--- config.mk ---
export PLATFORM = sky130hd
export DESIGN_NAME = uop_core
export DESIGN_NICKNAME = d
export VERILOG_FILES = /design/src/design/uop_pkg.sv /design/src/design/core_pkg.sv /design/src/design/register_file.sv /design/src/design/uop_issue.sv /design/src/design/reservation_queue.sv /design/src/design/alu_exec.sv /design/src/design/uop_core.sv
export VERILOG_INCLUDE_DIRS = /design/src /design/src/design
export SDC_FILE = /design/constraint.sdc
export NUM_CORES = 2
export LEC_CHECK = 0
export BUFFER_PORTS_ARGS = -buffer_cell sky130_fd_sc_hd__buf_2
export CAP_MARGIN = 20
export CELL_PAD_IN_SITES_DETAIL_PLACEMENT = 1
export CELL_PAD_IN_SITES_GLOBAL_PLACEMENT = 1
export CORE_MARGIN = 2
export CORE_UTILIZATION = 59
export DETAILED_ROUTE_END_ITERATION = 10
export GPL_TIMING_DRIVEN = 0
export PLACE_DENSITY_LB_ADDON = 0.1
export SYNTH_ARGS = -nofsm -noshare
export SYNTH_HDL_FRONTEND = slang
export SYNTH_SLANG_ARGS = --single-unit
--- constraint.sdc ---
create_clock -name clk -period 11 [get_ports clk]
set_input_delay 0.55 -clock clk [delete_from_list [all_inputs] [get_ports clk]]
set_output_delay 0.55 -clock clk [all_outputs]
set_load 0.01 [all_outputs]
--- src/design/core_macros.svh ---
`ifndef CORE_MACROS_SVH
`define CORE_MACROS_SVH

// width of a data word and of every ALU operand
`define XLEN 32

// architectural registers, register 0 is hardwired to zero
`define NUM_REGS 32

// reservation queue slots, also the credit count the issue stage starts with
`define RS_DEPTH 4

// credit counter width, must hold the value RS_DEPTH itself
`define CREDIT_W 3

`endif

--- src/design/uop_pkg.sv ---
package uop_pkg;

    // top six bits of a micro-op, unlisted codes behave as noop
    typedef enum logic [5:0] {
        op_noop    = 6'd0,
        op_alu_reg = 6'd1,
        op_addi    = 6'd2,
        op_andi    = 6'd3,
        op_ori     = 6'd4,
        op_xori    = 6'd5
    } opcode_t;

    // ALU function codes, anything else produces zero
    typedef enum logic [5:0] {
        fn_add = 6'd0,
        fn_sub = 6'd1,
        fn_and = 6'd2,
        fn_or  = 6'd3,
        fn_xor = 6'd4,
        fn_sll = 6'd5,
        fn_srl = 6'd6,
        fn_slt = 6'd7
    } alu_fn_t;

    typedef struct packed {
        logic [4:0] src_b;
        logic [4:0] pad;
        alu_fn_t    fn;
    } r_form_t;

    // low half of the word, the opcode picks the view
    typedef union packed {
        r_form_t     r_form;
        logic [15:0] i_form;
    } operand_u;

    typedef struct packed {
        opcode_t    opcode;
        logic [4:0] target;
        logic [4:0] src_a;
        operand_u   operands;
    } uop_t;

endpackage

--- src/design/core_pkg.sv ---
`include "core_macros.svh"

package core_pkg;

    typedef logic [$clog2(`NUM_REGS)-1:0] reg_idx_t;

    typedef logic [`XLEN-1:0] data_t;

    // one reservation queue slot, operands already read
    typedef struct packed {
        uop_pkg::alu_fn_t fn;
        reg_idx_t         target;
        data_t            op_a;
        data_t            op_b;
    } rs_entry_t;

endpackage

--- src/design/register_file.sv ---
`timescale 1ns/10ps
`include "core_macros.svh"

module register_file (
    input  logic              clk,
    input  logic              reset,
    input  core_pkg::reg_idx_t rd_addr_a,
    input  core_pkg::reg_idx_t rd_addr_b,
    input  logic              wr_en,
    input  core_pkg::reg_idx_t wr_addr,
    input  core_pkg::data_t    wr_data,
    output core_pkg::data_t    rd_data_a,
    output core_pkg::data_t    rd_data_b
);
    import core_pkg::*;

    data_t regs [`NUM_REGS];

    logic wr_live;

    assign wr_live = wr_en && (wr_addr != '0);

    always_ff @(posedge clk) begin
        if (reset) begin
            for (int i = 0; i < `NUM_REGS; i++) begin
                regs[i] <= '0;
            end
        end else if (wr_live) begin
            regs[wr_addr] <= wr_data;
        end
    end

    // same-cycle write bypasses to the read ports
    assign rd_data_a = (rd_addr_a == '0) ? '0 :
                       (wr_live && wr_addr == rd_addr_a) ? wr_data : regs[rd_addr_a];
    assign rd_data_b = (rd_addr_b == '0) ? '0 :
                       (wr_live && wr_addr == rd_addr_b) ? wr_data : regs[rd_addr_b];

endmodule

--- src/design/uop_issue.sv ---
`timescale 1ns/10ps
`include "core_macros.svh"

module uop_issue (
    input  logic               clk,
    input  logic               reset,
    input  logic               uop_valid,
    input  uop_pkg::uop_t      uop,
    output logic               uop_ready,
    output core_pkg::reg_idx_t rd_addr_a,
    output core_pkg::reg_idx_t rd_addr_b,
    input  core_pkg::data_t    rd_data_a,
    input  core_pkg::data_t    rd_data_b,
    output logic               issue_valid,
    output uop_pkg::alu_fn_t   issue_fn,
    output core_pkg::reg_idx_t issue_target,
    output core_pkg::data_t    issue_op_a,
    output core_pkg::data_t    issue_op_b,
    input  logic               credit_return,
    input  logic               wb_valid,
    input  core_pkg::reg_idx_t wb_reg
);
    import uop_pkg::*;
    import core_pkg::*;

    logic                 accept_en;
    logic                 dec_valid;
    uop_t                 dec_uop;
    logic [`NUM_REGS-1:0] busy;
    logic [`CREDIT_W-1:0] credits;

    logic  is_noop;
    logic  uses_b;
    logic  a_wait;
    logic  b_wait;
    logic  t_wait;
    logic  leaving;
    data_t imm_sext;
    data_t imm_zext;

    // a pending writeback in this very cycle no longer counts as busy
    function automatic logic reg_waiting(input reg_idx_t idx);
        return (idx != '0) && busy[idx] && !(wb_valid && wb_reg == idx);
    endfunction

    assign imm_sext = {{(`XLEN - 16){dec_uop.operands.i_form[15]}}, dec_uop.operands.i_form};
    assign imm_zext = {{(`XLEN - 16){1'b0}}, dec_uop.operands.i_form};

    assign rd_addr_a = dec_uop.src_a;
    assign rd_addr_b = dec_uop.operands.r_form.src_b;

    always_comb begin
        is_noop    = 1'b0;
        uses_b     = 1'b0;
        issue_fn   = fn_add;
        issue_op_b = imm_zext;
        case (dec_uop.opcode)
            op_alu_reg: begin
                uses_b     = 1'b1;
                issue_fn   = dec_uop.operands.r_form.fn;
                issue_op_b = rd_data_b;
            end
            op_addi: begin
                issue_op_b = imm_sext;
            end
            op_andi: issue_fn = fn_and;
            op_ori:  issue_fn = fn_or;
            op_xori: issue_fn = fn_xor;
            default: is_noop = 1'b1;
        endcase
    end

    // target check keeps a second writer from racing an older one to the same register
    always_comb begin
        a_wait = reg_waiting(dec_uop.src_a);
        b_wait = uses_b && reg_waiting(dec_uop.operands.r_form.src_b);
        t_wait = reg_waiting(dec_uop.target);
    end

    assign issue_target = dec_uop.target;
    assign issue_op_a   = rd_data_a;

    assign issue_valid = dec_valid && !is_noop && !a_wait && !b_wait && !t_wait &&
                         (credits != '0);
    assign leaving     = dec_valid && (is_noop || issue_valid);
    assign uop_ready   = accept_en && (!dec_valid || leaving);

    always_ff @(posedge clk) begin
        if (reset) begin
            accept_en <= 1'b0;
            dec_valid <= 1'b0;
        end else begin
            // input port opens the cycle after reset is released
            accept_en <= 1'b1;
            if (uop_valid && uop_ready) begin
                dec_valid <= 1'b1;
            end else if (leaving) begin
                dec_valid <= 1'b0;
            end
        end
    end

    always_ff @(posedge clk) begin
        if (uop_valid && uop_ready) begin
            dec_uop <= uop;
        end
    end

    always_ff @(posedge clk) begin
        if (reset) begin
            credits <= `CREDIT_W'(`RS_DEPTH);
        end else begin
            credits <= credits + `CREDIT_W'(credit_return) - `CREDIT_W'(issue_valid);
        end
    end

    // scoreboard, a new producer wins over a retiring one
    always_ff @(posedge clk) begin
        if (reset) begin
            busy <= '0;
        end else begin
            if (wb_valid) begin
                busy[wb_reg] <= 1'b0;
            end
            if (issue_valid && issue_target != '0) begin
                busy[issue_target] <= 1'b1;
            end
        end
    end

endmodule

--- src/design/reservation_queue.sv ---
`timescale 1ns/10ps
`include "core_macros.svh"

module reservation_queue (
    input  logic               clk,
    input  logic               reset,
    input  logic               issue_valid,
    input  uop_pkg::alu_fn_t   issue_fn,
    input  core_pkg::reg_idx_t issue_target,
    input  core_pkg::data_t    issue_op_a,
    input  core_pkg::data_t    issue_op_b,
    output logic               credit_return,
    output logic               exec_valid,
    output uop_pkg::alu_fn_t   exec_fn,
    output core_pkg::reg_idx_t exec_target,
    output core_pkg::data_t    exec_op_a,
    output core_pkg::data_t    exec_op_b
);
    import core_pkg::*;

    localparam int PTR_W = $clog2(`RS_DEPTH);

    rs_entry_t            slots [`RS_DEPTH];
    logic [PTR_W-1:0]     head;
    logic [PTR_W-1:0]     tail;
    logic [`CREDIT_W-1:0] count;
    logic                 pop;

    function automatic logic [PTR_W-1:0] ptr_inc(input logic [PTR_W-1:0] ptr);
        if (ptr == PTR_W'(`RS_DEPTH - 1)) begin
            return '0;
        end
        return ptr + 1'b1;
    endfunction

    // head leaves every cycle it holds something
    assign pop           = (count != '0);
    assign exec_valid    = pop;
    assign credit_return = pop;

    assign exec_fn     = slots[head].fn;
    assign exec_target = slots[head].target;
    assign exec_op_a   = slots[head].op_a;
    assign exec_op_b   = slots[head].op_b;

    // no full check, the issue credits bound the occupancy
    always_ff @(posedge clk) begin
        if (issue_valid) begin
            slots[tail] <= '{fn: issue_fn, target: issue_target,
                             op_a: issue_op_a, op_b: issue_op_b};
        end
    end

    always_ff @(posedge clk) begin
        if (reset) begin
            head  <= '0;
            tail  <= '0;
            count <= '0;
        end else begin
            if (issue_valid) begin
                tail <= ptr_inc(tail);
            end
            if (pop) begin
                head <= ptr_inc(head);
            end
            count <= count + `CREDIT_W'(issue_valid) - `CREDIT_W'(pop);
        end
    end

endmodule

--- src/design/alu_exec.sv ---
`timescale 1ns/10ps
`include "core_macros.svh"

module alu_exec (
    input  logic               clk,
    input  logic               reset,
    input  logic               exec_valid,
    input  uop_pkg::alu_fn_t   exec_fn,
    input  core_pkg::reg_idx_t exec_target,
    input  core_pkg::data_t    exec_op_a,
    input  core_pkg::data_t    exec_op_b,
    output logic               wb_valid,
    output core_pkg::reg_idx_t wb_reg,
    output core_pkg::data_t    wb_value
);
    import uop_pkg::*;
    import core_pkg::*;

    localparam int SHAMT_W = $clog2(`XLEN);

    logic [SHAMT_W-1:0] shamt;
    data_t              alu_out;

    logic     s1_valid;
    reg_idx_t s1_target;
    data_t    s1_value;

    assign shamt = exec_op_b[SHAMT_W-1:0];

    always_comb begin
        case (exec_fn)
            fn_add:  alu_out = exec_op_a + exec_op_b;
            fn_sub:  alu_out = exec_op_a - exec_op_b;
            fn_and:  alu_out = exec_op_a & exec_op_b;
            fn_or:   alu_out = exec_op_a | exec_op_b;
            fn_xor:  alu_out = exec_op_a ^ exec_op_b;
            fn_sll:  alu_out = exec_op_a << shamt;
            fn_srl:  alu_out = exec_op_a >> shamt;
            fn_slt: begin
                alu_out = {{(`XLEN - 1){1'b0}}, $signed(exec_op_a) < $signed(exec_op_b)};
            end
            default: alu_out = '0;
        endcase
    end

    // stage 1 latches the computed value
    always_ff @(posedge clk) begin
        if (reset) begin
            s1_valid <= 1'b0;
        end else begin
            s1_valid <= exec_valid;
        end
    end

    always_ff @(posedge clk) begin
        s1_target <= exec_target;
        s1_value  <= alu_out;
    end

    // stage 2 is the writeback register
    always_ff @(posedge clk) begin
        if (reset) begin
            wb_valid <= 1'b0;
        end else begin
            wb_valid <= s1_valid;
        end
    end

    always_ff @(posedge clk) begin
        wb_reg   <= s1_target;
        wb_value <= s1_value;
    end

endmodule

--- src/design/uop_core.sv ---
`timescale 1ns/10ps

module uop_core (
    input  logic               clk,
    input  logic               reset,
    input  logic               uop_valid,
    input  uop_pkg::uop_t      uop,
    output logic               uop_ready,
    output logic               result_valid,
    output core_pkg::reg_idx_t result_reg,
    output core_pkg::data_t    result_value
);
    import uop_pkg::*;
    import core_pkg::*;

    reg_idx_t rd_addr_a;
    reg_idx_t rd_addr_b;
    data_t    rd_data_a;
    data_t    rd_data_b;

    logic     issue_valid;
    alu_fn_t  issue_fn;
    reg_idx_t issue_target;
    data_t    issue_op_a;
    data_t    issue_op_b;
    logic     credit_return;

    logic     exec_valid;
    alu_fn_t  exec_fn;
    reg_idx_t exec_target;
    data_t    exec_op_a;
    data_t    exec_op_b;

    logic     wb_valid;
    reg_idx_t wb_reg;
    data_t    wb_value;

    uop_issue issue0 (
        .clk, .reset, .uop_valid, .uop, .uop_ready,
        .rd_addr_a, .rd_addr_b, .rd_data_a, .rd_data_b,
        .issue_valid, .issue_fn, .issue_target, .issue_op_a, .issue_op_b,
        .credit_return, .wb_valid, .wb_reg
    );

    reservation_queue rsq0 (
        .clk, .reset,
        .issue_valid, .issue_fn, .issue_target, .issue_op_a, .issue_op_b,
        .credit_return,
        .exec_valid, .exec_fn, .exec_target, .exec_op_a, .exec_op_b
    );

    alu_exec alu0 (
        .clk, .reset,
        .exec_valid, .exec_fn, .exec_target, .exec_op_a, .exec_op_b,
        .wb_valid, .wb_reg, .wb_value
    );

    register_file rf0 (
        .clk, .reset, .rd_addr_a, .rd_addr_b,
        .wr_en(wb_valid), .wr_addr(wb_reg), .wr_data(wb_value),
        .rd_data_a, .rd_data_b
    );

    assign result_valid = wb_valid;
    assign result_reg   = wb_reg;
    assign result_value = wb_value;

endmodule

==> run metrics <==
count of distinct cell types in the synthesized netlist 82; number of buffers inserted by port buffering 73; number of buffers inserted during clock tree synthesis 155; leading registers by flop count rf0.regs: 1024 flops, rsq0.slots: 300 flops; I/O pins 74; Cells after DPL 7,385; unrepaired setup endpoints after global routing no; flip-flop count of the largest register, all copies and words added 1,024; average routed wire per standard cell 37.68 um; number of pins exceeding their max-slew limit in the final report 0; combined area of all synthesized cells 79,030 um^2; peak clock frequency supported by timing 128.2 MHz; critical path startpoint category flip-flop; power density over cell area 218.5 nW/um^2; area of the die 136,900 um^2; DRT Pass-1 Iters 6; clock transition at the registers of the reported paths 0.07 ns; gate count after technology mapping 5,453; standard cell core area 133,300 um^2; type of element capturing the critical path flip-flop; YS warnings 0; largest area contributor in the netlist edfxtp_1; slowest library cell on the worst path mux2i_2; Filler Cell Count 11,990; register with the most flip-flops rf0.regs; cell with the most instances on the worst path buf_2; most used flip-flop cell after synthesis edfxtp_1; maximum number of pins on one net before global-route repair 53; number of flip-flops and latches in the synthesized netlist 1,488; peak fanout along the critical path 11; Mapped Avg Cell Area 14.49 um^2; Iter 0 DRT Violations 8,335; required arrival time at the worst endpoint 11.63 ns; clock latency at the later pin of the worst-skew pair 0.82 ns; ratio of final minimum period to clock period 70.89%; layout overhead on the synthesized area 12.41%; Die X-Extent 370 um; Worst VDD drop 0.1788 mV; initial core utilization 59.30%; drc violations 0; result of the run completed; number of synthesized flops with an enable pin 1,356; Via-to-Cell Ratio 7.126; Antenna Nets Post-Route 0; top cell type's share of synthesized area 51.52%; end-of-flow core utilization 66.65%; largest cells by area after synthesis edfxtp_1 (52%), mux4_2 (21%), and2_1 (8.0%); CTS tree built; Clock Tree Root clkbuf_16; leakage dissipation 0.03146 uW; hold violation total from the final report 0; clk_skew 0.04609 ns; # clock sinks 1,488; class of the tightest hold or removal check primary input to flip-flop; CTS H-Tree Depth 4; non-filler instance count after layout 7,720; slowest cell delay on critical path 0.87 ns; leading post-synthesis cells by instance count edfxtp_1 (1,356), and2_1 (1,005), mux4_2 (724); fraction of layout instances using a drive strength above 1 20.25%; Max-slew headroom 17.59%; postcts setup bufs 0; cells traversed along the worst timing path buf_2 -> buf_4 -> buf_2 -> mux2i_1 -> mux2i_2 -> inv_1 -> buf_2 -> buf_1 -> buf_2 -> ha_1 -> clkbuf_1 -> nand2b_1 -> a21oi_1 -> nor3_1 -> o21ai_0 -> a311o_1 -> a21oi_1 -> or3_1 -> o21ai_0 -> a2111oi_0 -> buf_1 -> o21ai_0; final HPWL from detailed placement 221,200 um; Total Nets Final 5,966; Period minus WS final 7.797 ns; Routed WL 290,900 um; TNS Setup 0 ns; chip height 370 um; number of placement rows 134; category of the most critical setup path flip-flop to flip-flop; DR vias 55,010; slew at the pin closest to its max-slew limit 1.236 ns; final weighted congestion in routability-driven placement 1.075; largest buffer count on any clock path 3; fraction of registers with async set or reset after synthesis 0%; wire length of the first global-routing pass 410,000 um; final setup fails 0; arrival time of the worst setup path 8.42 ns; number of global-route vias before repair 56,400; Overall Global Routing Usage 42.74%; initial antenna violation count 24; # Max-Cap Violations 0; placement-stage cell area 83,230 um^2; share of synthesized area occupied by flip-flops and latches 54.86%; cell with the most instances after synthesis edfxtp_1; area of all placed cells without fillers 88,840 um^2; total congestion overflow after global routing 0
[logic make-up (layout without fill, tap and decap cells)]
logic type      Yosys count  in the layout  synth area share, %
compound gates          670            670                5.278
buf+inv                 616           1074                3.043
xor+xnor                 38             38               0.4211
fa+ha+maj               111            111                1.795
simple gates           1641           1641                11.50
flops                  1488           1488                54.86
other cells               1             42             0.004745
mux                     888            888                23.09
[power breakdown]
group	leakage (uW)	internal (uW)	total, uW	switching [uW]
clock	0.00246	2970	5340	2360
sequential	0.0146	6470	6820	350
combinational	0.0144	2220	7250	5040
total	0.0315	11700	19400	7750
[what timing repair did]
action | CTS | global route
hold endpoints to repair | 38 | 0
hold buffers | 33 | 0
gates resized for setup | 0 | 0
[per-layer routing]
| layer | GRT usage (%) | vias up | part of all wire (%) |
|---|---|---|---|
| met3 | 9.795 | 811 | 12 |
| met2 | 69.31 | 4075 | 48 |
| met1 | 53.77 | 28440 | 34 |
| met4 | 23.21 | 16 | 6.2 |
| met5 | 0 | - | 0.043 |
| li1 | - | 21670 | - |
[per-stage QoR]
stage	total power [uW]	worst slack, ns	hold slack (ns)
after floorplan	10810	6.287	0.3096
after global placement	13540	3.147	0.3115
after detailed placement	13730	3.651	0.3132
after CTS	19040	3.524	0.07965
after global routing	19780	3.172	0.1102
final	19410	3.203	0.1328
[cell type report]
cell class / count / area [um^2] / area share, %
flip-flops and latches: 1488 / 43360 / 48.81
plain buffers: 506 / 1997 / 2.248
clock buffers: 194 / 4168 / 4.691
inverters: 110 / 412.9 / 0.4648
repair buffers: 179 / 2016 / 2.269
multi-input cells: 3380 / 33740 / 37.98
diodes: 10 / 25.02 / 0.02817
well taps: 1768 / 2212 / 2.490
clock inverters: 85 / 903.4 / 1.017
[critical path: cells and delay by family, from the launching register on]
kind / cells / cell delay, ns
compound gates: 7 / 2.48
flops: 1 / 0.31
buf+inv: 9 / 2.83
fa+ha+maj: 1 / 0.30
mux: 2 / 1.06
simple gates: 3 / 0.59
[cells in the final DEF (no fill, tap or decap), types with 15 or more instances in the layout]
cell | synthesis | layout
a211oi_1 | 57 | 57
a21o_1 | 16 | 16
a21oi_1 | 165 | 165
a221oi_1 | 18 | 18
a31oi_1 | 16 | 16
and2_1 | 1005 | 1001
buf_1 | 73 | 72
buf_12 | 2 | 32
buf_2 | 30 | 105
buf_8 | 0 | 30
clkbuf_1 | 397 | 422
clkbuf_16 | 0 | 157
clkinv_1 | 3 | 31
clkinv_2 | 0 | 21
conb_1 | 1 | 32
dfxtp_1 | 132 | 132
dlygate4sd3_1 | 0 | 33
edfxtp_1 | 1356 | 1356
ha_1 | 107 | 107
inv_1 | 107 | 106
mux2i_1 | 124 | 124
mux4_1 | 16 | 16
mux4_2 | 724 | 724
nand2_1 | 169 | 169
nand2b_1 | 19 | 19
nand3_1 | 34 | 34
nor2_1 | 289 | 289
nor2b_1 | 19 | 19
nor3_1 | 30 | 30
o211ai_1 | 53 | 53
o21ai_0 | 218 | 187
o21ai_4 | 0 | 31
o22ai_1 | 15 | 15
xnor2_1 | 22 | 22
xor2_1 | 16 | 16
[worst paths after layout]
path                        startpoint                   endpoint  slack, ns  cells past startpoint
max reg2reg                  flip-flop  alu0.s1_value[22]$_DFF_P_       3.20                     22
min                              reset   alu0.wb_valid$_SDFF_PP0_       0.13                      2
min reg2reg  alu0.s1_value[15]$_DFF_P_  alu0.wb_value[15]$_DFF_P_       0.32                      0
max                          flip-flop  alu0.s1_value[22]$_DFF_P_       3.20                     22
Power figures use the tool's default switching activity.
